File: src/hdl/aud_pkg.sv
`default_nettype none

package aud_pkg;

	// external sram geometry and sample size
	localparam int SRAM_AW  = 20;
	localparam int SAMPLE_W = 16;

	// speed word: bit 3 set means slow, bits 2:0 hold factor minus one
	localparam int SPEED_W      = 4;
	localparam int SPD_SLOW_BIT = 3;
	localparam int SPD_FACT_MSB = 2;
	localparam int SPD_FACT_LSB = 0;

	typedef enum logic [2:0] {
		ST_IDLE,
		ST_RECD,
		ST_RECD_PAUSE,
		ST_PLAY,
		ST_PLAY_PAUSE
	} ctrl_state_e;

	// one-cycle strobes from the controller
	typedef struct packed {
		logic start;
		logic pause;
		logic stop;
	} rec_cmd_t;

	typedef struct packed {
		logic start;
		logic pause;
		logic stop;
	} play_cmd_t;

	// write request from the capture side
	typedef struct packed {
		logic [SRAM_AW-1:0]  addr;
		logic [SAMPLE_W-1:0] wdata;
		logic                we;
	} sram_req_t;

endpackage

`default_nettype wire

File: src/hdl/i2s_serializer.sv
`default_nettype none

module i2s_serializer
	import aud_pkg::*;
(
	input  wire                i_AUD_BCLK,
	input  wire                i_rst_n,
	input  wire                i_en,
	input  wire                i_load,
	input  wire [SAMPLE_W-1:0] i_sample,
	output logic               o_dacdat
);

	logic [SAMPLE_W-1:0] shift;
	logic [4:0]          bits_left;

	// msb first, silent once the word is out or playback is off
	assign o_dacdat = (i_en && bits_left != '0) ? shift[SAMPLE_W-1] : 1'b0;

	always_ff @(posedge i_AUD_BCLK) begin
		if (i_en && i_load) begin
			shift <= i_sample;
		end else begin
			shift <= {shift[SAMPLE_W-2:0], 1'b0};
		end
	end

	always_ff @(posedge i_AUD_BCLK or negedge i_rst_n) begin
		if (!i_rst_n) begin
			bits_left <= '0;
		end else if (!i_en) begin
			bits_left <= '0;
		end else if (i_load) begin
			bits_left <= 5'(SAMPLE_W);
		end else if (bits_left != '0) begin
			bits_left <= bits_left - 1'b1;
		end
	end

endmodule

`default_nettype wire

File: config.mk
export PLATFORM = sky130hd
export DESIGN_NAME = i2s_serializer
export DESIGN_NICKNAME = d
export VERILOG_FILES = /design/src/hdl/aud_pkg.sv /design/src/hdl/i2s_serializer.sv
export SDC_FILE = /design/constraint.sdc
export NUM_CORES = 1
export LEC_CHECK = 0
export BUFFER_PORTS_ARGS = -buffer_cell sky130_fd_sc_hd__buf_2
export CAP_MARGIN = 10
export CORE_MARGIN = 2
export CORE_UTILIZATION = 29
export CTS_CLUSTER_SIZE = 28
export DETAILED_ROUTE_END_ITERATION = 16
export PLACE_DENSITY_LB_ADDON = 0.12
export SETUP_SLACK_MARGIN = 0.05
export SLEW_MARGIN = 30
export SYNTH_ARGS = -nofsm -noshare
export SYNTH_HDL_FRONTEND = slang
export SYNTH_SLANG_ARGS = --single-unit
File: constraint.sdc
create_clock -name i_AUD_BCLK -period 2.1 [get_ports i_AUD_BCLK]
set_input_delay 0.42 -clock i_AUD_BCLK [delete_from_list [all_inputs] [get_ports i_AUD_BCLK]]
set_output_delay 0.42 -clock i_AUD_BCLK [all_outputs]
set_load 0.005 [all_outputs]
==> run summary <==
worst-margin pin slew - 0.198 ns
vias in the first global route - 539
P_sw - 0.199 mW
placed cell count - 111
row count - 18
fillers - 251
post-route insts no fill - 121
CP required - 1.68 ns
initial antenna violation count - 0
Clock Path Buffers - 2
fmax - 0.487 GHz
crit end category - primary output
initial core utilization - 31.0%
clock latency on the worst-skew pair - 0.30 ns
Pwr per Cell Area - 824 mW/mm^2
layout cells sized above 1 - 56.0%
diode count - 0
Logic pwr share - 22.1%
antenna viol nets, final - 0
commonest cells after routing, fill and taps aside - buf_2, dfxtp_1, mux2_2
Clock Sinks - 21
Seq pwr share - 55.6%
Hold WC Path Type - in -> reg
Clock Power Share - 22.3%
die height - 55.7 um
total grt overflow - 0
DRC Markers - 0
routed vias/inst - 4.41
worst path cell trace - inv_2 > ha_4 > or4b_4 > and3_4 > buf_6
H-Tree Level Count - 1
Min Hold Slack - 0.336 ns
post-synthesis cell type count - 20
TritonRoute pass-1 iters - 4
post-layout utilization of the core - 40.7%
CTS clk-pin slew, worst paths - 0.11 ns
die area - 0.00310 sq mm
global-route wire length before repair - 2.29 mm
Post-Syn Area - 776 sq um
MaxCap Viol Count - 0
critical path class - reg -> out
CTS tree - yes
slowest stage delay, CP - 0.46 ns
Internal - 0.641 mW
crit path DAT - 1.63 ns
sequential share of the synthesized area - 57.4%
Tot GR Track Use - 9.85%
DRT iter0 DRCs - 5
Startpoint Class - flip-flop
Final Skew - 0.00258 ns
port buffer count - 20
hpwl dp - 860 um
Root Driver - clkbuf_4
Area Growth Syn to Fin - 31.3%
Synth warnings - 0
unrepaired setup endpoints after global routing - true
Placer Congestion - 0.794
Synthesized Nets - 82
number of max-slew violations in the final report - 0
Tcrit/Tclk final - 97.8%
CTS Buf Count - 3
Yosys reg bits - 21
WL final - 1.31 mm
Critical Path Fanout Max - 2
outcome - finished, final reports clean
commonest non-fill, non-tap cell in the layout - buf_2
WL/cell - 10.8 um
Slew headroom - 86.7%
CORE AREA - 0.00250 sq mm
via count - 534
sw frac - 23.7%
slowest CP cell - or4b_4
Ports - 21
P_leak - 0.461 nW
fin crit period - 2.05 ns
maximum VDD drop - 562 uV
final hold viol count - 0
NumNets Final - 113
Final setup viols - 0
Mean Syn Cell Area - 12.7 sq um
largest net degree at the start of global routing - 16
synthesized instance count - 61
die width - 55.7 um
registers in the layout (all words and copies together), names as in the netlist:
| register | cells |
|---|---|
| shift | 16 |
| bits_left | 5 |
cell usage after synthesis:
library cell,count,area (sq um)
dfxtp_1,16,320
mux2_2,15,169
dfrtp_1,5,125
nand2b_1,3,18.8
nor2_1,3,11.3
a21oi_1,2,10.0
buf_2,2,10.0
inv_1,2,7.51
nand3b_1,2,15.0
a211oi_2,1,12.5
a21boi_0,1,7.51
and3_1,1,6.26
and3_2,1,7.51
ha_1,1,12.5
nand2_1,1,3.75
nor3_1,1,5.00
o21a_1,1,7.51
or2b_1,1,7.51
or4b_1,1,10.0
xnor2_1,1,8.76
power groups by stage:
stage,sequential (mW),combinational (mW),clock [mW]
5_1_grt,0.473,0.207,0.217
4_1_cts,0.466,0.170,0.202
3_5_place_dp,0.476,0.143,0
2_1_floorplan,0.470,0.104,0
6_report,0.467,0.185,0.187
3_3_place_gp,0.475,0.142,0
path summary, 6_finish.rpt:
check                                  start           end  slack (ns)  depth (start not counted)
worst max-delay path            bits_left[1]      o_dacdat        0.05                          5
worst min-delay path             i_sample[9]      shift[9]        0.34                          2
worst max register to register  bits_left[1]  bits_left[0]        0.55                          6
worst min register to register      shift[8]      shift[9]        0.46                          1
max in group asynchronous            i_rst_n  bits_left[1]        1.52                          2
min in group asynchronous            i_rst_n  bits_left[2]        0.45                          2
layer usage:
layer | track usage, % | share of wire [%] | up-vias
met3 | 4.42 | 5.6 | 5
met1 | 11.0 | 43 | 249
met4 | 5.23 | 2.1 | 0
li1 | - | - | 268
met5 | 0 | 0 | -
met2 | 15.6 | 49 | 12
metrics by stage:
step           setup slack, ns  total power [mW]  TNS (ns)  area (sq um)
4_1_cts                 0.0145             0.839         0           993
5_1_grt                -0.0135             0.897   -0.0135          1020
6_report                0.0468             0.839         0          1020
3_3_place_gp             0.237             0.617         0           918
2_1_floorplan            0.273             0.574         0           776
3_5_place_dp             0.231             0.618         0           918
final cells by class:
type / count / area [sq um] / share of cell area (%)
well taps: 30 / 37.5 / 3.69
repair buffers: 28 / 169 / 16.6
inverters: 2 / 7.51 / 0.737
multi-input cells: 36 / 333 / 32.7
flip-flops and latches: 21 / 445 / 43.7
clock buffers: 4 / 26.3 / 2.58
cells by family (layout without fill, tap and decap cells):
kind of cell,count (synthesis),in the layout,share of synthesized area [%]
muxes,15,15,21.8
AOI/OAI and AO/OA,5,5,4.84
adders and majority gates,1,1,1.61
DFF,21,21,57.4
xor gates and xnor gates,1,1,1.13
and+or+nand+nor,14,14,11.0
buffers and inverters,4,34,2.26
worst max-delay path, delay by kind of cell (launching register included):
kind          cells  cell delay [ns]
buf+inv           2             0.19
simple gates      2             0.62
fa+ha+maj         1             0.13
flops             1             0.41
repair_timing:
action                                  CTS  global route
pin swaps                                 2             1
hold buffers                              1             0
buffers inserted                          3             2
endpoints found under the setup margin    1             1
hold endpoints to repair                  5             0
gates resized for setup                   4             3
(Power assumes the default switching activity.)
