## config.mk

```make
export PLATFORM = sky130hd
export DESIGN_NAME = play_addr_gen
export DESIGN_NICKNAME = d
export VERILOG_FILES = /design/src/hdl/aud_pkg.sv /design/src/hdl/play_addr_gen.sv
export SDC_FILE = /design/constraint.sdc
export NUM_CORES = 1
export LEC_CHECK = 0
export ABC_CLOCK_PERIOD_IN_PS = 5100
export BUFFER_PORTS_ARGS = -buffer_cell sky130_fd_sc_hd__buf_4
export CAP_MARGIN = 25
export CORE_ASPECT_RATIO = 0.9
export CORE_MARGIN = 1
export CORE_UTILIZATION = 55
export CTS_BUF_LIST = sky130_fd_sc_hd__clkbuf_8
export CTS_CLUSTER_DIAMETER = 200
export DETAILED_ROUTE_END_ITERATION = 16
export PLACE_DENSITY_LB_ADDON = 0.25
export SYNTH_ARGS = -nofsm -noshare
export SYNTH_HDL_FRONTEND = slang
export SYNTH_SLANG_ARGS = --single-unit
```

## constraint.sdc

```tcl
create_clock -name i_AUD_BCLK -period 5.1 [get_ports i_AUD_BCLK]
set_input_delay 1.02 -clock i_AUD_BCLK [delete_from_list [all_inputs] [get_ports i_AUD_BCLK]]
set_output_delay 1.02 -clock i_AUD_BCLK [all_outputs]
set_load 0.005 [all_outputs]
```

## src/hdl/aud_pkg.sv

```systemverilog
`default_nettype none

package aud_pkg;

	// external sram geometry and sample size
	localparam int SRAM_AW  = 20;
	localparam int SAMPLE_W = 16;

	// speed word: bit 3 set means slow, bits 2:0 hold factor minus one
	localparam int SPEED_W      = 4;
	localparam int SPD_SLOW_BIT = 3;
	localparam int SPD_FACT_MSB = 2;
	localparam int SPD_FACT_LSB = 0;

	typedef enum logic [2:0] {
		ST_IDLE,
		ST_RECD,
		ST_RECD_PAUSE,
		ST_PLAY,
		ST_PLAY_PAUSE
	} ctrl_state_e;

	// one-cycle strobes from the controller
	typedef struct packed {
		logic start;
		logic pause;
		logic stop;
	} rec_cmd_t;

	typedef struct packed {
		logic start;
		logic pause;
		logic stop;
	} play_cmd_t;

	// write request from the capture side
	typedef struct packed {
		logic [SRAM_AW-1:0]  addr;
		logic [SAMPLE_W-1:0] wdata;
		logic                we;
	} sram_req_t;

endpackage

`default_nettype wire

```

## src/hdl/play_addr_gen.sv

```systemverilog
`default_nettype none

module play_addr_gen
	import aud_pkg::*;
#(
	parameter int P_ADDR_W = 20
) (
	input  wire                 i_AUD_BCLK,
	input  wire                 i_rst_n,
	input  play_cmd_t           i_play_cmd,
	input  wire  [SPEED_W-1:0]  i_speed,
	input  wire                 i_daclrck,
	input  wire  [SAMPLE_W-1:0] i_sram_rdata,
	input  wire  [SRAM_AW-1:0]  i_rec_len,
	output logic [SRAM_AW-1:0]  o_rd_addr,
	output logic [SAMPLE_W-1:0] o_sample,
	output logic                o_play_fin,
	output logic                o_frame_load
);

	localparam int FACT_W = SPD_FACT_MSB - SPD_FACT_LSB + 1;

	logic                playing;
	logic                paused;
	logic                fetch;
	logic                done;
	logic                lrck_q;
	logic                slow;
	logic [FACT_W-1:0]   fact_m1;
	logic [FACT_W-1:0]   hold_cnt;
	logic [P_ADDR_W-1:0] addr;
	logic [SRAM_AW:0]    step;
	logic [SRAM_AW:0]    addr_nxt;

	assign slow      = i_speed[SPD_SLOW_BIT];
	assign fact_m1   = i_speed[SPD_FACT_MSB:SPD_FACT_LSB];
	assign o_rd_addr = SRAM_AW'(addr);

	// slow mode steps by one once the hold count is used up
	assign step     = slow ? (SRAM_AW + 1)'(1) : (SRAM_AW + 1)'(fact_m1) + 1'b1;
	assign addr_nxt = {1'b0, o_rd_addr} + step;

	always_ff @(posedge i_AUD_BCLK or negedge i_rst_n) begin
		if (!i_rst_n) begin
			playing      <= 1'b0;
			paused       <= 1'b0;
			fetch        <= 1'b0;
			done         <= 1'b0;
			lrck_q       <= 1'b0;
			hold_cnt     <= '0;
			addr         <= '0;
			o_play_fin   <= 1'b0;
			o_frame_load <= 1'b0;
		end else begin
			lrck_q       <= i_daclrck;
			o_play_fin   <= 1'b0;
			o_frame_load <= 1'b0;
			if (i_play_cmd.start) begin
				paused <= 1'b0;
				if (!paused) begin
					addr     <= '0;
					hold_cnt <= '0;
					done     <= 1'b0;
				end
				// nothing recorded, end right away
				if (i_rec_len == '0) begin
					o_play_fin <= 1'b1;
				end else begin
					playing <= 1'b1;
				end
			end else if (i_play_cmd.pause || i_play_cmd.stop) begin
				playing <= 1'b0;
				paused  <= i_play_cmd.pause;
				fetch   <= 1'b0;
			end else if (fetch) begin
				fetch        <= 1'b0;
				o_sample     <= i_sram_rdata;
				o_frame_load <= 1'b1;
				if (slow && hold_cnt != fact_m1) begin
					hold_cnt <= hold_cnt + 1'b1;
				end else if (addr_nxt >= {1'b0, i_rec_len}) begin
					done <= 1'b1;
				end else begin
					hold_cnt <= '0;
					addr     <= P_ADDR_W'(addr_nxt);
				end
			end else if (playing && lrck_q && !i_daclrck) begin
				// last sample already sent, finish instead of fetching again
				if (done) begin
					playing    <= 1'b0;
					o_play_fin <= 1'b1;
				end else begin
					fetch <= 1'b1;
				end
			end
		end
	end

	a_addr_in_range: assert property (@(posedge i_AUD_BCLK) disable iff (!i_rst_n)
		playing |-> o_rd_addr < i_rec_len);

endmodule

`default_nettype wire

```

==> metrics.txt, run 1 <==
Post-Place Cells 463; switching power share of the total 0.287; Pre-antenna DRT Iters 4; top-count cell post-synth nand2_1; post-CTS sizing 0; Seq/Total Area, Yosys 0.397; Initial Util 0.580; Max Cap Violations 0; CTS Sinks 46; largest family of logic cells by synthesized area simple AND/OR/NAND/NOR gates; Ys Warns 0; Filler cells 410; Reg2Reg Depth 15; vias 2,764; Compound-Gate Fraction of Synth Area 0.123; Clock Latency Late Sink 0.30 ns; fin area 3880 µm²; Critical Path Sink Type register; Static Leak 1.88 nW; area leader, netlist dfrtp_1; Final Skew 0.00225 ns; Tmin final 4.66 ns; Post-CTS Setup Bufs 0; Port Buffer Count 83; drc violations 0; critical path startpoint i_speed[0]; CP top delay family adder cells; Die ar. 5950 µm²; crit-path cells buf_4 -> ha_1 -> nor2b_1 -> fa_1 -> a211oi_2 -> nor2_4 -> nand3_1 -> nor2_1 -> xor2_1 -> ha_1 -> a21oi_1 -> o21ai_0 -> a221oi_1 -> nand4_2 -> buf_4 -> nor2_2 -> mux2_1; Max IR drop VDD 0.201 mV; crit share post-route 0.913; Post-synth top cells nand2_1, dfrtp_1, inv_1, ha_1, nand3_1; Die X 81.2 µm; synthesis-stage register bit count 46; Synth Cell Area 3100 µm²; crit path max fanout 24; crit path to o_rd_addr[10]; Post-Synth XOR/XNOR Area 0.0621; hold-fix buffers at CTS 0; fin util 0.726; worst r2r src o_rd_addr[0]; clk root buf clkbuf_8; wirelength, routed 7590 µm; I/O pin total 84; first-pass GRT wire length 12,200 µm; num rows 25; top_reg_cell synth dfrtp_1; RSZ-0062 raised after global routing no; CTS tree done; Pint 0.633 mW; CP Class primary input to register; fraction of layout cells with a size suffix above 1 0.264; Synth Area in Simple Gates 0.225; Comb power frac 0.211; crit path launch type primary input; total gr overflow 0; Seq pwr share 0.474; post-synthesis adder-cell area fraction 0.111; Crit. path cell count 17; Clock transition at path regs 0.09 ns; Final Hold Vio Count 0; GPL Wtd Cong 0.884; Placement Cell Area 3750 µm²; detailed placement HPWL 5820 µm; Iter 0 DRT Violations 140; final setup fails 0; status complete, no violations; Synth Net Count 395; non-filler cells, final 472; fmax 215 MHz; Switching Power 0.255 mW; slowest stage delay, CP 0.46 ns; Chip Height 73.3 µm; slowest stage cell, crit path fa_1; Post-Route Setup TNS 0 ns; Crit path buffers/inverters 2; reg2reg setup slack 1.03 ns; Synth cell types 53; asr flop ratio synth 0.652; DRT antenna net count 0; Mapped Cells 322; number of synthesized flops with an enable pin 16; worst slew pin tran 0.722 ns; Synth area leaders dfrtp_1, edfxtp_1, ha_1; total core area 5350 µm²; H-tree level count 2; Nets 477; mean routed wirelength per cell 16.1 µm; vias in the first global route 2,544; crit path DAT 4.85 ns; slew margin rel. 0.518; CP required 5.29 ns; CTS Buffer Depth 2; area grow syn2layout 25.1%; max-slew violations 0; Yosys top cell area share 0.242; Worst Hold Margin 0.506 ns; Avg Synthesized Cell Area 9.64 µm²; Pwr Density 229 nW/µm²; post-synthesis mux area share 0.0238; Avg Vias per Cell 5.86; Clk pwr share 0.315; # diodes 0; max reg flops 20; worst hold path type register to register; Num CTS Buffers 5; aggregate global-route resource usage 0.274; Crit Reg-Reg Endpoint o_rd_addr[10]; initial antenna violation count 0; pin count of the biggest net entering global routing 32
[metrics by stage]
step	total power, mW	worst slack, ns
2_1_floorplan	0.530	0.714
3_3_place_gp	0.608	0.304
3_5_place_dp	0.612	0.161
4_1_cts	0.888	0.480
5_1_grt	0.935	0.177
6_report	0.889	0.444
[logic make-up after synthesis]
kind of cell             Yosys count
flip-flops                        46
adder cells (fa/ha/maj)           27
AND/OR/NAND/NOR                  127
AO/OA/AOI/OAI                     54
XOR/XNOR                          22
buffers and inverters             39
multiplexers                       7
[power by group through the flow]
stage	clock [mW]	combinational, mW	sequential [mW]
2_1_floorplan	0	0.116	0.414
3_3_place_gp	0	0.181	0.426
3_5_place_dp	0	0.186	0.426
4_1_cts	0.282	0.187	0.419
5_1_grt	0.301	0.211	0.423
6_report	0.280	0.188	0.421
[cell usage in the layout (no fill, tap or decap), drive strengths merged, types with 4 or more instances in the layout]
master / count
xor2: 6
nand2b: 6
inv: 28
dfrtp: 30
clkbuf: 5
xnor2: 16
nand2: 33
buf: 87
nor3: 7
a21o: 4
o211ai: 11
nor4: 6
o21ai: 11
ha: 26
or4: 5
edfxtp: 16
a21oi: 12
nor2: 12
mux2i: 4
and2: 5
nand4: 14
nand3: 22
a22o: 5
[worst min-delay path by stage]
| stage | slack, ns | depth (start not counted) | end | startpoint |
|---|---|---|---|---|
| CTS | 0.51 | 1 | playing | playing |
| detailed placement | 0.49 | 1 | playing | playing |
| floorplan | 0.46 | 1 | playing | playing |
| global placement | 0.48 | 1 | playing | playing |
| finish | 0.51 | 1 | playing | playing |
| global route | 0.53 | 1 | playing | playing |
[area by class of cell]
cell class                      count  area, µm²  area share
Clock inverter                      3       43.8      0.0113
Inverter                           27        101      0.0261
Tap cell                           67       83.8      0.0216
Timing Repair Buffer               87        661       0.170
Multi-Input combinational cell    237       1690       0.436
Clock buffer                        5       68.8      0.0177
Sequential cell                    46       1230       0.317
[metal layers]
metal | part of all wire | up-vias | routed length, µm | track usage
met5 | 0 | - | 0 | 0
met4 | 0.014 | 0 | 106 | 0.0813
met3 | 0.050 | 9 | 378 | 0.0484
met2 | 0.49 | 80 | 3720 | 0.448
met1 | 0.45 | 1340 | 3390 | 0.371
li1 | - | 1335 | - | -
Note: power is estimated with default switching activity, not from simulation.
==> run 2: changes to the inputs <==
--- a/config.mk
+++ b/config.mk
@@ -8,7 +8,7 @@
 export ABC_CLOCK_PERIOD_IN_PS = 5100
 export BUFFER_PORTS_ARGS = -buffer_cell sky130_fd_sc_hd__buf_4
 export CAP_MARGIN = 25
-export CORE_ASPECT_RATIO = 0.9
+export CORE_ASPECT_RATIO = 0.8
 export CORE_MARGIN = 1
 export CORE_UTILIZATION = 55
 export CTS_BUF_LIST = sky130_fd_sc_hd__clkbuf_8
==> constraint.sdc (replaced) <==
create_clock -name i_AUD_BCLK -period 5.1 [get_ports i_AUD_BCLK]
set_input_delay 1.02 -clock i_AUD_BCLK [delete_from_list [all_inputs] [get_ports i_AUD_BCLK]]
set_output_delay 1.02 -clock i_AUD_BCLK [all_outputs]
set_load 0.02 [all_outputs]
==> run 2 against run 1 <==
- the flow now finishes with violations (design-rule violations)
- routed wire length increased by 1.7%
- global-route usage shrank 0.43 points
- hold slack better by 0.0051 ns
- die area is essentially flat
- register-to-register slack is essentially flat
- total power fell by 2.9%
- design area shrank 0.32%
- clock skew up 0.011 ns
- sequential share of layout area rose by 0.10 points
- fmax is 0.59% lower
- critical path depth unchanged
- final cell count grew 2.3%
==> metrics.txt, run 2 (synthesized netlist as in run 1, its figures left out) <==
Avg Vias per Cell 5.66; Max IR drop VDD 0.161 mV; switching power share of the total 0.320; GPL Wtd Cong 0.899; commonest non-fill, non-tap cells in the layout buf_4, nand2_1, dfrtp_1; initial antenna violation count 0; Post-CTS Setup Bufs 0; failing checks design-rule violations; Switching Power 0.276 mW; slew margin rel. 0.522; first-pass GRT wire length 12,400 µm; aggregate global-route resource usage 0.270; Chip Height 69.2 µm; # diodes 0; wirelength, routed 7720 µm; CTS Sinks 46; DRT antenna net count 0; CP Class primary input to register; detailed placement HPWL 5870 µm; fmax 214 MHz; Final Skew 0.0129 ns; Port Buffer Count 83; vias 2,733; crit path max fanout 25; Post-Route Setup TNS 0 ns; Pint 0.587 mW; slowest stage delay, CP 0.46 ns; Final Hold Vio Count 0; mean routed wirelength per cell 16.0 µm; fraction of layout cells with a size suffix above 1 0.264; Pre-antenna DRT Iters 10; Clock Latency Late Sink 0.31 ns; clk root buf clkbuf_8; worst slew pin tran 0.717 ns; CTS tree done; total core area 5440 µm²; worst hold path type register to register; pin count of the biggest net entering global routing 32; total gr overflow 0; crit-path cells buf_4 -> ha_1 -> nor2b_1 -> fa_1 -> a211oi_2 -> nor2_4 -> nand3_1 -> nor2_1 -> xor2_1 -> ha_1 -> nand4_1 -> nor3_1 -> a221oi_1 -> nand4_2 -> buf_4 -> nor2_2 -> mux2_1; Pwr Density 223 nW/µm²; H-tree level count 2; final setup fails 0; vias in the first global route 2,623; Clock transition at path regs 0.09 ns; Num CTS Buffers 5; crit share post-route 0.918; Critical Path Sink Type register; Iter 0 DRT Violations 172; Die X 86.0 µm; hold-fix buffers at CTS 0; drc violations 1; I/O pin total 84; commonest non-fill, non-tap cell in the layout buf_4; Die ar. 5950 µm²; max-slew violations 0; RSZ-0062 raised after global routing no; crit path DAT 4.88 ns; Static Leak 1.86 nW; Seq pwr share 0.485; Max Cap Violations 0; max reg flops 20; Nets 477; Tmin final 4.68 ns; num rows 24; Clk pwr share 0.276; status complete, but fails checks; Initial Util 0.571; CP required 5.29 ns; crit path launch type primary input; post-CTS sizing 0; Comb power frac 0.238; area grow syn2layout 24.7%; Pwr Total 0.863 mW; slowest stage cell, crit path fa_1; CTS Buffer Depth 2
## run 2: final timing paths
kind                                   start  slack [ns]  depth (start not counted)            end
min in group asynchronous            i_rst_n        0.63                          1         lrck_q
worst min register to register       playing        0.51                          1        playing
max in group asynchronous            i_rst_n        4.18                          1         paused
worst max register to register  o_rd_addr[0]        1.02                         15  o_rd_addr[10]
worst min-delay path                 playing        0.51                          1        playing
worst max-delay path              i_speed[0]        0.42                         17  o_rd_addr[10]
## run 2: worst max-delay path, delay by kind of cell
family          cells  cell delay, ns
mux                 1            0.35
xor+xnor            1            0.19
fa+ha+maj           3            1.01
compound gates      2            0.80
simple gates        8            1.12
buf+inv             2            0.36
## run 2: layer usage
| metal | global-route usage | up-vias | part of all wire | routed length (µm) |
|---|---|---|---|---|
| met2 | 0.422 | 123 | 0.45 | 3510 |
| met4 | 0.100 | 0 | 0.023 | 176 |
| met5 | 0 | - | 0 | 0 |
| met3 | 0.0488 | 13 | 0.076 | 587 |
| li1 | - | 1333 | - | - |
| met1 | 0.375 | 1264 | 0.45 | 3450 |
## run 2: cell type report
type,count,area [µm²]
clock inverters,3,25.0
repair buffers,87,653
clock buffers,5,68.8
multi-input cells,237,1690
flip-flops and latches,46,1230
fillers,415,1570
inverters,27,101
well taps,78,97.6
## run 2: power by group through the flow
stage / logic, mW / clock network (mW) / registers [mW]
2_1_floorplan: 0.116 / 0 / 0.427
3_3_place_gp: 0.196 / 0 / 0.425
3_5_place_dp: 0.201 / 0 / 0.425
4_1_cts: 0.203 / 0.240 / 0.418
5_1_grt: 0.225 / 0.254 / 0.422
6_report: 0.206 / 0.238 / 0.419
## run 2: per-stage QoR
| stage | hold WS (ns) | worst slack, ns | instances | instance area, µm² | utilization |
|---|---|---|---|---|---|
| CTS | 0.507 | 0.486 | 483 | 3870 | 0.712 |
| detailed placement | 0.482 | 0.161 | 475 | 3780 | 0.695 |
| global route | 0.526 | 0.160 | 483 | 3870 | 0.712 |
| global placement | 0.486 | 0.323 | 475 | 3780 | 0.695 |
| floorplan | 0.458 | 0.706 | 322 | 3100 | - |
| finish | 0.511 | 0.417 | 483 | 3870 | 0.712 |
