[src/hdl/aud_pkg.sv]
`default_nettype none

package aud_pkg;

	// external sram geometry and sample size
	localparam int SRAM_AW  = 20;
	localparam int SAMPLE_W = 16;

	// speed word: bit 3 set means slow, bits 2:0 hold factor minus one
	localparam int SPEED_W      = 4;
	localparam int SPD_SLOW_BIT = 3;
	localparam int SPD_FACT_MSB = 2;
	localparam int SPD_FACT_LSB = 0;

	typedef enum logic [2:0] {
		ST_IDLE,
		ST_RECD,
		ST_RECD_PAUSE,
		ST_PLAY,
		ST_PLAY_PAUSE
	} ctrl_state_e;

	// one-cycle strobes from the controller
	typedef struct packed {
		logic start;
		logic pause;
		logic stop;
	} rec_cmd_t;

	typedef struct packed {
		logic start;
		logic pause;
		logic stop;
	} play_cmd_t;

	// write request from the capture side
	typedef struct packed {
		logic [SRAM_AW-1:0]  addr;
		logic [SAMPLE_W-1:0] wdata;
		logic                we;
	} sram_req_t;

endpackage

`default_nettype wire

[src/hdl/rec_play_ctrl.sv]
`default_nettype none

module rec_play_ctrl
	import aud_pkg::*;
(
	input  wire         i_AUD_BCLK,
	input  wire         i_rst_n,
	input  wire         i_key_rec,
	input  wire         i_key_play,
	input  wire         i_key_stop,
	input  wire         i_rec_fin,
	input  wire         i_play_fin,
	output rec_cmd_t    o_rec_cmd,
	output play_cmd_t   o_play_cmd,
	output logic        o_play_en,
	output ctrl_state_e o_state
);

	ctrl_state_e state_nxt;
	rec_cmd_t    rec_nxt;
	play_cmd_t   play_nxt;

	always_comb begin
		state_nxt = o_state;
		rec_nxt   = '0;
		play_nxt  = '0;
		case (o_state)
			ST_IDLE: begin
				// record wins if both keys arrive together
				if (i_key_rec) begin
					state_nxt     = ST_RECD;
					rec_nxt.start = 1'b1;
				end else if (i_key_play) begin
					state_nxt      = ST_PLAY;
					play_nxt.start = 1'b1;
				end
			end
			ST_RECD: begin
				if (i_key_stop || i_rec_fin) begin
					state_nxt    = ST_IDLE;
					rec_nxt.stop = 1'b1;
				end else if (i_key_rec) begin
					state_nxt     = ST_RECD_PAUSE;
					rec_nxt.pause = 1'b1;
				end
			end
			ST_RECD_PAUSE: begin
				if (i_key_stop) begin
					state_nxt    = ST_IDLE;
					rec_nxt.stop = 1'b1;
				end else if (i_key_rec) begin
					state_nxt     = ST_RECD;
					rec_nxt.start = 1'b1;
				end
			end
			ST_PLAY: begin
				if (i_key_stop || i_play_fin) begin
					state_nxt     = ST_IDLE;
					play_nxt.stop = 1'b1;
				end else if (i_key_play) begin
					state_nxt      = ST_PLAY_PAUSE;
					play_nxt.pause = 1'b1;
				end
			end
			ST_PLAY_PAUSE: begin
				if (i_key_stop) begin
					state_nxt     = ST_IDLE;
					play_nxt.stop = 1'b1;
				end else if (i_key_play) begin
					state_nxt      = ST_PLAY;
					play_nxt.start = 1'b1;
				end
			end
			default: state_nxt = ST_IDLE;
		endcase
	end

	always_ff @(posedge i_AUD_BCLK or negedge i_rst_n) begin
		if (!i_rst_n) begin
			o_state    <= ST_IDLE;
			o_rec_cmd  <= '0;
			o_play_cmd <= '0;
			o_play_en  <= 1'b0;
		end else begin
			o_state    <= state_nxt;
			o_rec_cmd  <= rec_nxt;
			o_play_cmd <= play_nxt;
			o_play_en  <= (state_nxt == ST_PLAY);
		end
	end

	a_rec_cmd_onehot: assert property (@(posedge i_AUD_BCLK) disable iff (!i_rst_n)
		$onehot0(o_rec_cmd));
	a_play_cmd_onehot: assert property (@(posedge i_AUD_BCLK) disable iff (!i_rst_n)
		$onehot0(o_play_cmd));

endmodule

`default_nettype wire

[config.mk]
export PLATFORM = sky130hd
export DESIGN_NAME = rec_play_ctrl
export DESIGN_NICKNAME = d
export VERILOG_FILES = /design/src/hdl/aud_pkg.sv /design/src/hdl/rec_play_ctrl.sv
export SDC_FILE = /design/constraint.sdc
export NUM_CORES = 1
export LEC_CHECK = 0
export ABC_AREA = 1
export BUFFER_PORTS_ARGS = -buffer_cell sky130_fd_sc_hd__buf_2
export CORE_AREA = 2 2 39 41
export DETAILED_ROUTE_END_ITERATION = 10
export DIE_AREA = 0 0 41 43
export SYNTH_ARGS = -nofsm -noshare
export SYNTH_HDL_FRONTEND = slang
export SYNTH_SLANG_ARGS = --single-unit
export TNS_END_PERCENT = 30
[constraint.sdc]
create_clock -name i_AUD_BCLK -period 3.65 [get_ports i_AUD_BCLK]
set_clock_uncertainty 0.15 [all_clocks]
set_input_delay 0.5475 -clock i_AUD_BCLK [delete_from_list [all_inputs] [get_ports i_AUD_BCLK]]
set_output_delay 0.5475 -clock i_AUD_BCLK [all_outputs]
set_load 0.005 [all_outputs]
==> results.toml, run 1 <==
[clocking]
cts-buffers-inserted = 3
cts_resized = 0
cts.reportedPaths.clkPinSlew_ns = 0.06
root_buffer = "clkbuf_4"
clock_latency_ns = 0.26
htreeDepth = 1
cts_tree = "built"
cts_sinks = 10
cts.path.max_buffers = 2

[floorplan]
boundaryPins = 17
rows = 14
die_h_um = 43
core_sq_um = 1380
die_area_sq_um = 1760
die_w_um = 41
initial_core_util_pct = 37.0

[worst_setup_path]
crit_path_start = "o_state[1]"
worstSetupStartpointType = "register"
critPathMaxFanout = 10
cpPeakStageDelay_ns = 0.56
crit_path_end_kind = "output port"
path_delay_family = "flip-flops"
r2r_start = "o_state[1]"
critPathSlowestCell = "dfrtp_1"
critPathRequiredTime_ns = 2.95
worstPathCellList = "buf_2"
path_class = "register to output port"
cp_num_buf_inv = 1
cp.arrival_ns = 1.00

[route]
wl_per_cell_um = 9.04
route.detailed.drc = 0
num_vias = 455
drt_wl_total_um = 904
viasPerCell = 4.55
dr.pass1.iters = 3
first_iter_violations = 1
antenna_left = 0

[yosys]
synth.top_cell.area_share_pct = 48.9
ys_types = 16
synthTopCellsByCount = "nand2_1 (13), dfrtp_1 (10), nor2_1 (10)"
synth.most_common_cell = "nand2_1"
syn_inst = 64
synth_area_sq_um = 512
yosysWarningCount = 0
dominantRegCellSynth = "dfrtp_1"
ys_seq_area_share_pct = 48.9
synth_area_per_cell_sq_um = 8.00
synth-async-reset-ratio_pct = 100
synth_nets = 71
synthTopCellsByArea = "dfrtp_1 (49%), nand2_1 (9.5%), nor2_1 (7.3%), inv_1 (6.6%), nand3_1 (4.9%)"
synth_edf_count = 0
yosysTopAreaCell = "dfrtp_1"
synth-seq-cells = 10

[cells_and_area]
drive_gt1_share_pct = 35.7
area.growth.synth_to_final_pct = 26.4
nets = 92
diodes = 0

[timing]
worstMarginPinSlew_ns = 0.368
setup_ws_ns = 1.95
hold_violations = 0
finalSetupViolations = 0
fin_setup_tns_ns = 0
slew_headroom_pct = 75.5
final_max_slew_viol_count = 0
fmax_mhz = 589
rsz0062_at_grt = "false"
min_period_ns = 1.70
period_share_pct = 46.5

[power]
sw_frac_of_total_pct = 35.1
power.density_nw_per_um2 = 602
p_comb_share_pct = 33.1
ir_drop_mv = 0.199
power_frac_seq_pct = 42.6
power.share.clock_pct = 24.3
p_leak_nw = 0.396
p_sw_w = 0.000137
p_int_w = 0.000253

[global_routing]
antenna_found_initial = 0
grt_max_degree = 11
grt_pass1_vias = 392
grt_pass1_wl_mm = 1.57
grt_util_all_layers_pct = 13.4
overflow = 0

[run]
drv_cap = 0

[min_path]
hp-class = "input pin to register"
min_from = "i_key_play"

[place]
portBuffers = 16
pre_cts_slack_ns = 2.15
dp_hpwl_um = 741
routabilityCongestion = 0.815

[run_status]
outcome = "complete, no violations"
==> area by class of cell <==
| type | instances | area (sq um) |
|---|---|---|
| multi-input combinational | 42 | 209 |
| tap | 16 | 20.0 |
| clock buffer | 4 | 36.3 |
| fill | 144 | 737 |
| timing repair buffer | 17 | 90.1 |
| inverter | 11 | 41.3 |
| sequential | 10 | 250 |
==> cells by family (layout without fill, tap and decap cells) <==
| family | Yosys count | in the layout | synth area share, % |
|---|---|---|---|
| flops | 10 | 10 | 48.9 |
| compound gates | 4 | 4 | 4.64 |
| buf+inv | 12 | 32 | 10.3 |
| simple gates | 38 | 38 | 36.2 |
==> state kept, by name (all words and copies together), names as in the netlist <==
name        flops
o_play_cmd      3
o_play_en       1
o_rec_cmd       3
o_state         3
==> stage by stage <==
stage / instance area [sq um] / util, % / total power [W] / instances / hold WS (ns)
after global routing: 647 / 46.7 / 0.000422 / 100 / 0.442
final: 647 / 46.7 / 0.000390 / 100 / 0.421
after detailed placement: 601 / 43.4 / 0.000298 / 95 / 0.262
after floorplan: 512 / - / 0.000256 / 64 / 0.102
after global placement: 601 / 43.4 / 0.000298 / 95 / 0.260
after CTS: 647 / 46.7 / 0.000395 / 100 / 0.408
==> power groups by stage <==
| stage | Clock [W] | Sequential (W) | Combinational, W |
|---|---|---|---|
| 4_1_cts | 0.0000979 | 0.000166 | 0.000131 |
| 3_5_place_dp | 0 | 0.000168 | 0.000130 |
| 2_1_floorplan | 0 | 0.000162 | 0.0000943 |
| 6_report | 0.0000946 | 0.000166 | 0.000129 |
| 3_3_place_gp | 0 | 0.000169 | 0.000128 |
| 5_1_grt | 0.000102 | 0.000172 | 0.000148 |
==> timing repair <==
action,CTS,global route
hold buffers,1,0
endpoints found under the hold margin,10,0
buffers inserted,0,0
==> worst paths after layout <==
path / slack (ns) / to / depth (start not counted)
max: 1.95 / o_state[1] / 1
min: 0.42 / o_play_cmd[1] / 3
max reg2reg: 2.30 / o_state[0] / 6
min reg2reg: 0.51 / o_play_cmd[2] / 2
max in group asynchronous: 2.65 / o_play_cmd[0] / 2
min in group asynchronous: 0.52 / o_state[0] / 2
==> metal layers <==
metal  GRT usage [%]  up-vias  part of all wire, %
met5               0        -                    0
met4            12.0        0                  2.1
met3            1.57        2                  4.8
met2            18.4       11                   47
met1            17.2      201                   46
li1                -      241                    -
==> placed cells by master (no fill, tap or decap), drive strengths merged <==
| cell type | instances |
|---|---|
| o21ai | 1 |
| nand2 | 14 |
| inv | 11 |
| a31o | 1 |
| nand3 | 7 |
| nor2 | 14 |
| dlygate4sd3 | 1 |
| dfrtp | 10 |
| a21oi | 2 |
| nor3 | 1 |
| nand4 | 2 |
| buf | 16 |
| clkbuf | 4 |
Power figures use the tool's default switching activity.
==> run 2, diff against run 1 <==
--- a/config.mk
+++ b/config.mk
@@ -5,7 +5,7 @@
 export SDC_FILE = /design/constraint.sdc
 export NUM_CORES = 1
 export LEC_CHECK = 0
-export ABC_AREA = 1
+export ABC_AREA = 0
 export BUFFER_PORTS_ARGS = -buffer_cell sky130_fd_sc_hd__buf_2
 export CORE_AREA = 2 2 39 41
 export DETAILED_ROUTE_END_ITERATION = 10
==> constraint.sdc (replaced) <==
create_clock -name i_AUD_BCLK -period 1.7 [get_ports i_AUD_BCLK]
set_clock_uncertainty 0.15 [all_clocks]
set_input_delay 0.255 -clock i_AUD_BCLK [delete_from_list [all_inputs] [get_ports i_AUD_BCLK]]
set_output_delay 0.255 -clock i_AUD_BCLK [all_outputs]
set_load 0.005 [all_outputs]
==> run 2 against run 1 <==
Sequential share of layout area is 2.9 points higher. Global-route usage is 0.43 points lower. Via count is 12% lower. Critical path type is now register to register. Routed wire length is 4.6% higher. Combinational power is 63% higher. First-iteration DRC count grew to 15 times the previous value. Setup slack worse by 1.7 ns. Design area is 7.0% lower. Register-to-register slack worse by 2.1 ns. Die area stayed put. Area after synthesis is 1.5% lower. Largest power group unchanged.
==> results.toml, run 2 <==
[timing]
finalSetupViolations = 0
rsz0062_at_grt = "false"
worstMarginPinSlew_ns = 0.387
period_share_pct = 86.3
hold_violations = 0
slew_headroom_pct = 74.2
min_period_ns = 1.47
fmax_mhz = 682
setup_ws_ns = 0.233
final_max_slew_viol_count = 0
fin_setup_tns_ns = 0

[power]
p_leak_nw = 0.329
ir_drop_mv = 0.287
power.density_nw_per_um2 = 1200
p_total_w = 0.000724

[global_routing]
grt_pass1_wl_mm = 1.54
grt_util_all_layers_pct = 12.9
grt_max_degree = 13
overflow = 0
antenna_found_initial = 0
grt_pass1_vias = 362

[yosys]
synth.top_cell.area_share_pct = 49.6
syn_inst = 44
synth_nets = 51
ys_types = 25
synthTopCellsByArea = "dfrtp_1 (50%), buf_6 (4.5%), mux2i_1 (4.0%), nand3b_4 (4.0%), o311ai_1 (3.5%)"
synth-async-reset-ratio_pct = 100
yosysTopAreaCell = "dfrtp_1"
synth-seq-cells = 10
synth_area_per_cell_sq_um = 11.5
dominantRegCellSynth = "dfrtp_1"
synth.most_common_cell = "dfrtp_1"
synth_edf_count = 0
synth_area_sq_um = 504
ys_seq_area_share_pct = 49.6
yosysWarningCount = 0

[worst_setup_path]
r2r-end = "o_state[1]"
path_class = "register to register"
critPathRequiredTime_ns = 1.70
r2r_start = "o_state[0]"
reg2reg_slack_ns = 0.23
cp_num_buf_inv = 0
critPathSlowestCell = "dfrtp_1"
worstPathCellList = "nor3b_2, mux2i_1, o311ai_1"
worstSetupStartpointType = "register"
critPathMaxFanout = 10
crit_path_end_kind = "register"
cpPeakStageDelay_ns = 0.54
reg2regPathDepth = 3
path_delay_family = "flip-flops"
cp.arrival_ns = 1.47
crit_path_start = "o_state[0]"

[cells_and_area]
drive_gt1_share_pct = 36.7
area.growth.synth_to_final_pct = 19.4
reg_top3 = "o_play_cmd: 3 flops, o_rec_cmd: 3 flops, o_state: 3 flops"
fin_area_sq_um = 602
final_cell_mix = "buf_2 (16), dfrtp_1 (10), clkbuf_4 (3)"
nets = 69
final_cells = 76
diodes = 0
final_common_cell = "buf_2"

[clocking]
cts_resized = 0
cts_sinks = 10
clock_latency_ns = 0.25
cts_tree = "built"
cts-buffers-inserted = 3
htreeDepth = 1
cts.reportedPaths.clkPinSlew_ns = 0.06
root_buffer = "clkbuf_4"
cts.path.max_buffers = 2

[floorplan]
core_sq_um = 1380
die_h_um = 43
die_w_um = 41
initial_core_util_pct = 36.4
die_area_sq_um = 1760
boundaryPins = 17
rows = 14

[place]
dp.cells = 72
routabilityCongestion = 0.731
pre_cts_slack_ns = 0.243
portBuffers = 16
dp_hpwl_um = 687
placedInstanceArea_sq_um = 569

[min_path]
hp-class = "input pin to register"
hold_end = "o_play_cmd[1]"
min_from = "i_play_fin"
worstHoldPathCells = 2

[route]
num_vias = 402
viasPerCell = 5.29
first_iter_violations = 15
drt_wl_total_um = 946
antenna_left = 0
wl_per_cell_um = 12.4
route.detailed.drc = 0
dr.pass1.iters = 2

[run_status]
outcome = "complete, no violations"

[run]
drv_cap = 0
## run 2: cell count changes in the layout (fill, tap and decap cells not counted), sizes merged, moves of 6 or more
| cell | delta |
|---|---|
| nand3 | -6 |
| nand2 | -12 |
| inv | -9 |
| nor2 | -12 |
## run 2: cell type report
cell class / count / area [sq um]
sequential: 10 / 250
clock buffer: 3 / 22.5
inverter: 2 / 7.51
tap: 16 / 20.0
multi-input combinational: 28 / 211
timing repair buffer: 17 / 90.1
fill: 138 / 782
## run 2: report_power, final
group | internal, W | switching (W)
Clock | 0.0000811 | 0.0000691
Sequential | 0.000291 | 0.0000723
Combinational | 0.000118 | 0.0000916
Total | 0.000491 | 0.000233
## run 2: worst register-to-register path, stage by stage (launching register included)
cell	delay (ns)
dfrtp_1	0.54
nor3b_2	0.31
mux2i_1	0.13
o311ai_1	0.24
## run 2: routing by layer
metal	up-vias	global-route usage (%)	share of wire, %
met3	4	2.09	3.3
met4	0	10.7	3.1
met1	195	15.5	44
met5	-	0	0
met2	10	19.1	49
li1	193	-	-
## run 2: stage by stage
step,utilization [%],hold slack (ns)
6_report,43.5,0.0630
2_1_floorplan,-,-0.191
4_1_cts,43.5,0.0561
5_1_grt,43.5,0.0596
3_3_place_gp,41.1,-0.0279
3_5_place_dp,41.1,-0.0266
## run 2: logic make-up (layout without fill, tap and decap cells)
family          Yosys count  count (layout)  share of synthesized area [%]
simple gates             16              16                           23.1
compound gates           10              10                           14.9
flops                    10              10                           49.6
buf+inv                   6              22                           8.44
mux                       2               2                           3.97
## run 2: how the worst max path moves through the flow
stage | slack, ns | endpoint | cells past startpoint
after floorplan | 0.30 | o_state[0] | 4
after global placement | 0.26 | o_state[1] | 3
after detailed placement | 0.24 | o_state[1] | 3
after CTS | 0.22 | o_state[1] | 3
after global routing | 0.14 | o_state[0] | 3
final | 0.23 | o_state[1] | 3
## run 2: timing repair
| item | CTS | global route |
|---|---|---|
| endpoints found under the hold margin | 10 | 0 |
| setup buffers | 0 | 0 |
| hold buffers | 1 | 0 |
