`config.mk`:
```
export PLATFORM = sky130hd
export DESIGN_NAME = i2s_capture
export DESIGN_NICKNAME = d
export VERILOG_FILES = /design/src/hdl/aud_pkg.sv /design/src/hdl/i2s_capture.sv
export SDC_FILE = /design/constraint.sdc
export NUM_CORES = 1
export LEC_CHECK = 0
export ABC_AREA = 1
export BUFFER_PORTS_ARGS = -buffer_cell sky130_fd_sc_hd__clkbuf_2
export CAP_MARGIN = 20
export CORE_ASPECT_RATIO = 0.8
export CORE_MARGIN = 2
export CORE_UTILIZATION = 40
export DETAILED_ROUTE_END_ITERATION = 7
export GPL_ROUTABILITY_DRIVEN = 1
export PLACE_DENSITY = 0.67
export SKIP_CTS_REPAIR_TIMING = 1
export SLEW_MARGIN = 20
export SYNTH_ARGS = -nofsm -noshare
export SYNTH_HDL_FRONTEND = slang
export SYNTH_SLANG_ARGS = --single-unit
```
`constraint.sdc`:
```
create_clock -name i_AUD_BCLK -period 2.9 [get_ports i_AUD_BCLK]
set_clock_uncertainty 0.05 [all_clocks]
set_input_delay 0.29 -clock i_AUD_BCLK [delete_from_list [all_inputs] [get_ports i_AUD_BCLK]]
set_output_delay 0.29 -clock i_AUD_BCLK [all_outputs]
set_load 0.02 [all_outputs]
```
`src/hdl/aud_pkg.sv`:
```
`default_nettype none

package aud_pkg;

	// external sram geometry and sample size
	localparam int SRAM_AW  = 20;
	localparam int SAMPLE_W = 16;

	// speed word: bit 3 set means slow, bits 2:0 hold factor minus one
	localparam int SPEED_W      = 4;
	localparam int SPD_SLOW_BIT = 3;
	localparam int SPD_FACT_MSB = 2;
	localparam int SPD_FACT_LSB = 0;

	typedef enum logic [2:0] {
		ST_IDLE,
		ST_RECD,
		ST_RECD_PAUSE,
		ST_PLAY,
		ST_PLAY_PAUSE
	} ctrl_state_e;

	// one-cycle strobes from the controller
	typedef struct packed {
		logic start;
		logic pause;
		logic stop;
	} rec_cmd_t;

	typedef struct packed {
		logic start;
		logic pause;
		logic stop;
	} play_cmd_t;

	// write request from the capture side
	typedef struct packed {
		logic [SRAM_AW-1:0]  addr;
		logic [SAMPLE_W-1:0] wdata;
		logic                we;
	} sram_req_t;

endpackage

`default_nettype wire

```
`src/hdl/i2s_capture.sv`:
```
`default_nettype none

module i2s_capture
	import aud_pkg::*;
#(
	parameter int P_ADDR_W = 20
) (
	input  wire                i_AUD_BCLK,
	input  wire                i_rst_n,
	input  rec_cmd_t           i_rec_cmd,
	input  wire                i_adclrck,
	input  wire                i_adcdat,
	output sram_req_t          o_req,
	output logic [SRAM_AW-1:0] o_rec_len,
	output logic               o_rec_fin
);

	logic                running;
	logic                paused;
	logic                busy;
	logic                lrck_q;
	logic                we;
	logic [4:0]          bit_cnt;
	logic [P_ADDR_W-1:0] addr;
	logic [SAMPLE_W-1:0] shift;

	assign o_req = '{addr: SRAM_AW'(addr), wdata: shift, we: we};

	// adc sample shift register, filled msb first
	always_ff @(posedge i_AUD_BCLK) begin
		if (busy && bit_cnt >= 5'd1 && bit_cnt <= 5'd16) begin
			shift <= {shift[SAMPLE_W-2:0], i_adcdat};
		end
	end

	always_ff @(posedge i_AUD_BCLK or negedge i_rst_n) begin
		if (!i_rst_n) begin
			running   <= 1'b0;
			paused    <= 1'b0;
			busy      <= 1'b0;
			lrck_q    <= 1'b0;
			we        <= 1'b0;
			bit_cnt   <= '0;
			addr      <= '0;
			o_rec_len <= '0;
			o_rec_fin <= 1'b0;
		end else begin
			lrck_q    <= i_adclrck;
			we        <= 1'b0;
			o_rec_fin <= 1'b0;
			// finish the write cycle: advance, or stop at the top of memory
			if (we) begin
				o_rec_len <= SRAM_AW'(addr) + SRAM_AW'(1);
				if (&addr) begin
					o_rec_fin <= 1'b1;
					running   <= 1'b0;
				end else begin
					addr <= addr + 1'b1;
				end
			end
			if (i_rec_cmd.start) begin
				running <= 1'b1;
				paused  <= 1'b0;
				if (!paused) begin
					addr      <= '0;
					o_rec_len <= '0;
				end
			end else if (i_rec_cmd.pause || i_rec_cmd.stop) begin
				running <= 1'b0;
				paused  <= i_rec_cmd.pause;
				busy    <= 1'b0;
			end else if (busy) begin
				bit_cnt <= bit_cnt + 1'b1;
				// slot 0 is the i2s delay bit, 1..16 carry data
				if (bit_cnt == 5'd17) begin
					busy <= 1'b0;
					we   <= 1'b1;
				end
			end else if (running && lrck_q && !i_adclrck) begin
				busy    <= 1'b1;
				bit_cnt <= '0;
			end
		end
	end

	a_we_single: assert property (@(posedge i_AUD_BCLK) disable iff (!i_rst_n)
		o_req.we |=> !o_req.we);

endmodule

`default_nettype wire

```
==> flow_metrics.env, run 1 <==
export IMPL_worstSetupPathType="flip-flop to flip-flop"
export IMPL_drive_above_1_share_pct=22.2
export IMPL_clock_fmax_ghz=0.483
export IMPL_rsz0062_at_grt="false"
export IMPL_seq_area_frac_synth_pct=54.7
export IMPL_cap_violations=0
export IMPL_ir_drop_uv=255
export IMPL_hold_ws_ns=0.0382
export IMPL_ant_nets=0
export IMPL_clkTransAtPathRegs_ns=0.08
export IMPL_powerDensity_mw_per_mm2=518
export IMPL_place_congestion=0.852
export IMPL_p_sw_share_pct=24.0
export IMPL_core_area_sq_mm=0.00787
export IMPL_synth_edf_count=16
export IMPL_port_buffers=64
export IMPL_synth_distinct_cells=32
export IMPL_worst_slew_pin_slew_ns=0.960
export IMPL_drt_iter0_markers=117
export IMPL_diodes=0
export IMPL_r2r_start="bit_cnt[2]"
export IMPL_insertion_delay_ns=0.34
export IMPL_min_period_over_period_pct=71.3
export IMPL_worst_slew_margin_rel_pct=36.0
export IMPL_grt_start_max_net_pins=39
export IMPL_synth_area_sq_mm=0.00321
export IMPL_cts_buffers=9
export IMPL_pin_count=65
export IMPL_wl_per_cell_microns=12.9
export IMPL_arrival_ns=1.99
export IMPL_hold_class="input port to async pin"
export IMPL_r2r_cells=3
export IMPL_critPathCapture="shift[3]"
export IMPL_vias_per_cell=4.71
export IMPL_start_util_pct=40.8
export IMPL_setup_viol=0
export IMPL_crit_start="bit_cnt[2]"
export IMPL_clock_sinks=67
export IMPL_nNetsFinal=448
export IMPL_crit_path_end_kind="flip-flop"
export IMPL_die_w_microns=104
export IMPL_synth_area_leader_cell="dfrtp_1"
export IMPL_num_fill_cells=773
export IMPL_firstDrtPassIters=5
export IMPL_drc_errors=0
export IMPL_tns_ns=0
export IMPL_rows=29
export IMPL_drt_wl_total_mm=7.08
export IMPL_ys_flop_type="dfrtp_1"
export IMPL_clockPowerShare_pct=43.1
export IMPL_synth_area_per_cell_sq_um=8.63
export IMPL_status="finished, final reports clean"
export IMPL_track_usage_pct=17.0
export IMPL_fin_crit_ns=2.07
export IMPL_worstPathRequired_ns=2.82
export IMPL_r2r_slack_ns=0.83
export IMPL_cts_tree="yes"
export IMPL_p_sw_w=0.000478
export IMPL_grt_pass1_wl_mm=11.9
export IMPL_p_int_w=0.00151
export IMPL_synthArstFlopShare_pct=76.1
export IMPL_yosysWarnings=0
export IMPL_syn_nets=383
export IMPL_clock_path_buffers=2
export IMPL_grt_overflow_total=0
export IMPL_p_leak_nw=1.97
export IMPL_synthTopCellsByArea="dfrtp_1 40%, edfxtp_1 15%, nand2_1 8.9%, nor2_1 7.7%, inv_1 5.4%"
export IMPL_cp_max_fo=16
export IMPL_die_y_microns=84.1
export IMPL_grt_pass1_vias=2439
export IMPL_final_util_pct=48.8
export IMPL_dr_total_vias=2591
export IMPL_htree_num_levels=3
export IMPL_start_kind="flip-flop"
export IMPL_syn_to_final_growth_pct=19.8
export IMPL_drv_slew=0
export IMPL_worstReg2RegEnd="shift[3]"
export IMPL_synth_top_area_share_pct=39.8
export IMPL_place_detailed_hpwl_mm=4.93
export IMPL_p_comb_share_pct=6.1
export IMPL_antenna_found_initial=0
export IMPL_ys_seq_elements=67
export IMPL_root_buffer="clkbuf_8"
export IMPL_synthCells=372
export IMPL_die_area_sq_mm=0.00876
export IMPL_seqPwrFrac_pct=50.8
export IMPL_hold_violations=0
## power groups by stage
stage,logic [W],registers (W),clock network (W)
finish,0.000122,0.00101,0.000858
global route,0.000141,0.00102,0.000906
CTS,0.000117,0.00101,0.000877
detailed placement,0.000116,0.00103,0
global placement,0.000107,0.00103,0
floorplan,0.0000603,0.00103,0
## cells in the mapped netlist (4+ instances only)
master     n
nor2_1    66
ha_1       4
nand2_1   76
inv_1     46
edfxtp_1  16
a21oi_1   18
clkbuf_1   4
o21ai_0   22
dfrtp_1   51
xor2_1    11
nand3_1   20
## critical path, stage by stage, from the launching register on
cell      delay, ns
dfrtp_1        0.43
nor2_1         0.33
a21oi_1        0.19
a211oi_4       0.71
## worst min path at each step
| stage | endpoint | cells after the start | slack, ns |
|---|---|---|---|
| after global routing | shift[0] | 1 | 0.06 |
| final | o_rec_len[12] | 1 | 0.04 |
| after detailed placement | lrck_q | 1 | 0.37 |
| after CTS | lrck_q | 1 | -0.003 |
| after global placement | lrck_q | 1 | 0.37 |
| after floorplan | addr[0] | 0 | -0.06 |
## state kept, by name, summed over array words and instances (netlist names)
signal and count:
shift 16, o_rec_fin 1, addr 20, o_rec_len 20, lrck_q 1, we 1, running 1, busy 1
paused 1, bit_cnt 5
## final cells by class
cell class              count  area, sq um  area share [%]
flip-flops and latches     67         1760            45.7
multi-input cells         245         1210            31.5
repair buffers             68          353            9.17
inverters                  46          173            4.49
well taps                 108          135            3.51
clock buffers              10          128            3.32
clock inverters             6         90.1            2.34
## per-stage QoR
stage	instances	setup WS [ns]	area [sq um]	total power (W)
after floorplan	372	0.504	3210	0.00109
after global placement	533	0.821	3610	0.00113
after detailed placement	533	0.594	3610	0.00115
after CTS	549	0.585	3830	0.00200
after global routing	550	0.650	3850	0.00206
final	550	0.831	3850	0.00199
## cells by family after synthesis
group	count (synthesis)	synth area share, %
buf+inv	60	7.95
fa+ha+maj	4	1.56
simple gates	180	24.0
compound gates	47	7.99
xor+xnor	14	3.82
flops	67	54.7
## cell usage in the layout (no fill, tap or decap), drive strengths merged
cell | Yosys | final
o21ai | 22 | 22
clkbuf | 4 | 74
xor2 | 11 | 11
xnor2 | 3 | 3
o22ai | 1 | 1
ha | 4 | 4
a22o | 1 | 1
nor4 | 1 | 1
dlygate4sd3 | 0 | 1
a21oi | 20 | 20
nand4 | 3 | 3
clkinvlp | 0 | 1
nor2 | 70 | 70
inv | 46 | 47
nor3 | 1 | 1
nand3 | 22 | 22
bufinv | 0 | 2
buf | 10 | 3
o21bai | 1 | 1
nand2 | 80 | 80
or2 | 3 | 3
dfrtp | 51 | 51
o221ai | 1 | 1
a211oi | 1 | 1
edfxtp | 16 | 16
clkinv | 0 | 2
## routing by layer
| layer | GRT usage, % | share of wire (%) | vias up |
|---|---|---|---|
| met5 | 0 | 0 | - |
| met4 | 7.86 | 1.5 | 0 |
| met3 | 3.80 | 5.5 | 9 |
| met2 | 26.2 | 46 | 78 |
| li1 | - | - | 1305 |
| met1 | 23.2 | 47 | 1199 |
No activity file was read; power rests on OpenSTA's default activity.
==> run 2: changes to the inputs <==
--- a/config.mk
+++ b/config.mk
@@ -13,7 +13,7 @@
 export CORE_UTILIZATION = 40
 export DETAILED_ROUTE_END_ITERATION = 7
 export GPL_ROUTABILITY_DRIVEN = 1
-export PLACE_DENSITY = 0.67
+export PLACE_DENSITY = 0.7
 export SKIP_CTS_REPAIR_TIMING = 1
 export SLEW_MARGIN = 20
 export SYNTH_ARGS = -nofsm -noshare
==> constraint.sdc (replaced) <==
create_clock -name i_AUD_BCLK -period 1.9 [get_ports i_AUD_BCLK]
set_clock_uncertainty 0.05 [all_clocks]
set_input_delay 0.19 -clock i_AUD_BCLK [delete_from_list [all_inputs] [get_ports i_AUD_BCLK]]
set_output_delay 0.19 -clock i_AUD_BCLK [all_outputs]
set_load 0.02 [all_outputs]
==> flow_metrics.env, run 2 (synthesis gave the netlist of run 1 again) <==
export IMPL_worst_slew_margin_rel_pct=60.0
export IMPL_root_buffer="clkbuf_8"
export IMPL_core_area_sq_mm=0.00787
export IMPL_crit_chain="ha_2, nand2_1, nor2_4, nand2_2, nor2_4, nand3_4, nand2_4, nand2_2, a21oi_2"
export IMPL_cts_tree="yes"
export IMPL_drv_slew=0
export IMPL_place_congestion=0.884
export IMPL_r2r_cells=9
export IMPL_die_y_microns=84.1
export IMPL_fin_crit_ns=1.81
export IMPL_firstDrtPassIters=5
export IMPL_diodes=0
export IMPL_grt_overflow_total=0
export IMPL_drive_above_1_share_pct=25.8
export IMPL_clock_sinks=67
export IMPL_nNetsFinal=471
export IMPL_final_cell_mix="76 x nand2_1, 66 x nor2_1, 64 x clkbuf_2"
export IMPL_track_usage_pct=17.5
export IMPL_grt_start_max_net_pins=22
export IMPL_grt_pass1_vias=2479
export IMPL_layout_cells_non_filler=573
export IMPL_die_area_sq_mm=0.00876
export IMPL_crit_path_end_kind="flip-flop"
export IMPL_htree_num_levels=3
export IMPL_dp_cells=548
export IMPL_pin_count=65
export IMPL_worstReg2RegEnd="addr[19]"
export IMPL_cp_max_fo=8
export IMPL_wl_per_cell_microns=13.6
export IMPL_port_buffers=64
export IMPL_drt_wl_total_mm=7.81
export IMPL_worstSetupPathType="flip-flop to flip-flop"
export IMPL_start_kind="flip-flop"
export IMPL_antenna_found_initial=0
export IMPL_status="finished, final reports clean"
export IMPL_worstPathRequired_ns=2.12
export IMPL_ir_drop_uv=325
export IMPL_hold_ws_ns=0.0379
export IMPL_drc_errors=0
export IMPL_cap_violations=0
export IMPL_hold_violations=0
export IMPL_top_regs="addr: 20 flops, o_rec_len: 20 flops, shift: 16 flops"
export IMPL_rows=29
export IMPL_drt_iter0_markers=168
export IMPL_worst_slack_ns=0.0892
export IMPL_preCtsSetupSlack_ns=-0.284
export IMPL_hold_class="input port to flip-flop"
export IMPL_setup_viol=0
export IMPL_place_detailed_hpwl_mm=5.32
export IMPL_final_common_cell="nand2_1"
export IMPL_insertion_delay_ns=0.35
export IMPL_critPathSlowestCell="dfrtp_1"
export IMPL_r2r_start="addr[0]"
export IMPL_cts_buffers=9
export IMPL_vias_per_cell=4.86
export IMPL_p_leak_nw=2.07
export IMPL_dr_total_vias=2787
export IMPL_worst_slew_pin_slew_ns=0.594
export IMPL_clkTransAtPathRegs_ns=0.07
export IMPL_slowest_delay_ns=0.36
export IMPL_ant_nets=0
export IMPL_die_w_microns=104
export IMPL_start_util_pct=40.8
export IMPL_grt_pass1_wl_mm=12.2
export IMPL_r2r_slack_ns=0.09
export IMPL_worstHoldPathCells=2
export IMPL_clock_fmax_ghz=0.552
export IMPL_clock_path_buffers=2
export IMPL_min_period_over_period_pct=95.3
export IMPL_hold_start="i_rec_cmd[1]"
export IMPL_rsz0062_at_grt="false"
export IMPL_hold_path_end="paused"
export IMPL_syn_to_final_growth_pct=26.0
export IMPL_powerDensity_mw_per_mm2=729
export IMPL_arrival_ns=2.04
run 2: cell type report:
cell class                 instances  area (sq um)
clock buffer                       9           124
clock inverter                     7          68.8
fill                             737          3830
inverter                          46           173
multi-input combinational        248          1270
sequential                        67          1760
tap                              108           135
timing repair buffer              88           520
run 2: per-layer routing:
| layer | global-route usage, % | up-vias | share of wire, % |
|---|---|---|---|
| li1 | - | 1354 | - |
| met1 | 24.7 | 1312 | 46 |
| met3 | 6.52 | 9 | 7.6 |
| met5 | 0 | - | 0 |
| met4 | 5.04 | 0 | 1.3 |
| met2 | 25.4 | 112 | 45 |
run 2: critical path: cells and delay by family (launching register included):
| kind | cells | cell delay [ns] |
|---|---|---|
| simple gates | 7 | 0.99 |
| flops | 1 | 0.36 |
| fa+ha+maj | 1 | 0.20 |
| compound gates | 1 | 0.12 |
run 2: per-stage QoR:
stage	util, %	setup TNS (ns)	total power (W)	area, sq um
after floorplan	-	0	0.00167	3220
after global placement	47.3	-1.90	0.00177	3720
after detailed placement	47.3	-4.53	0.00179	3720
after CTS	49.7	-4.73	0.00295	3920
after global routing	51.4	0	0.00306	4050
final	51.4	0	0.00295	4050
run 2: worst max path at each step:
stage | start | end | slack [ns] | cells after the start
after detailed placement | bit_cnt[1] | shift[14] | -0.28 | 4
final | addr[0] | addr[19] | 0.09 | 9
after global routing | addr[0] | addr[14] | 0.0009 | 10
after CTS | bit_cnt[1] | shift[7] | -0.30 | 4
after floorplan | bit_cnt[1] | shift[0] | 0.02 | 4
after global placement | bit_cnt[1] | shift[15] | -0.12 | 4
run 2: power by group:
part	leakage (nW)	switching, W	total [W]	internal, W
sequential	0.846	0.0000239	0.00153	0.00151
clock	0.0966	0.000568	0.00117	0.000600
combinational	1.13	0.000152	0.000249	0.0000965
total	2.07	0.000744	0.00295	0.00220
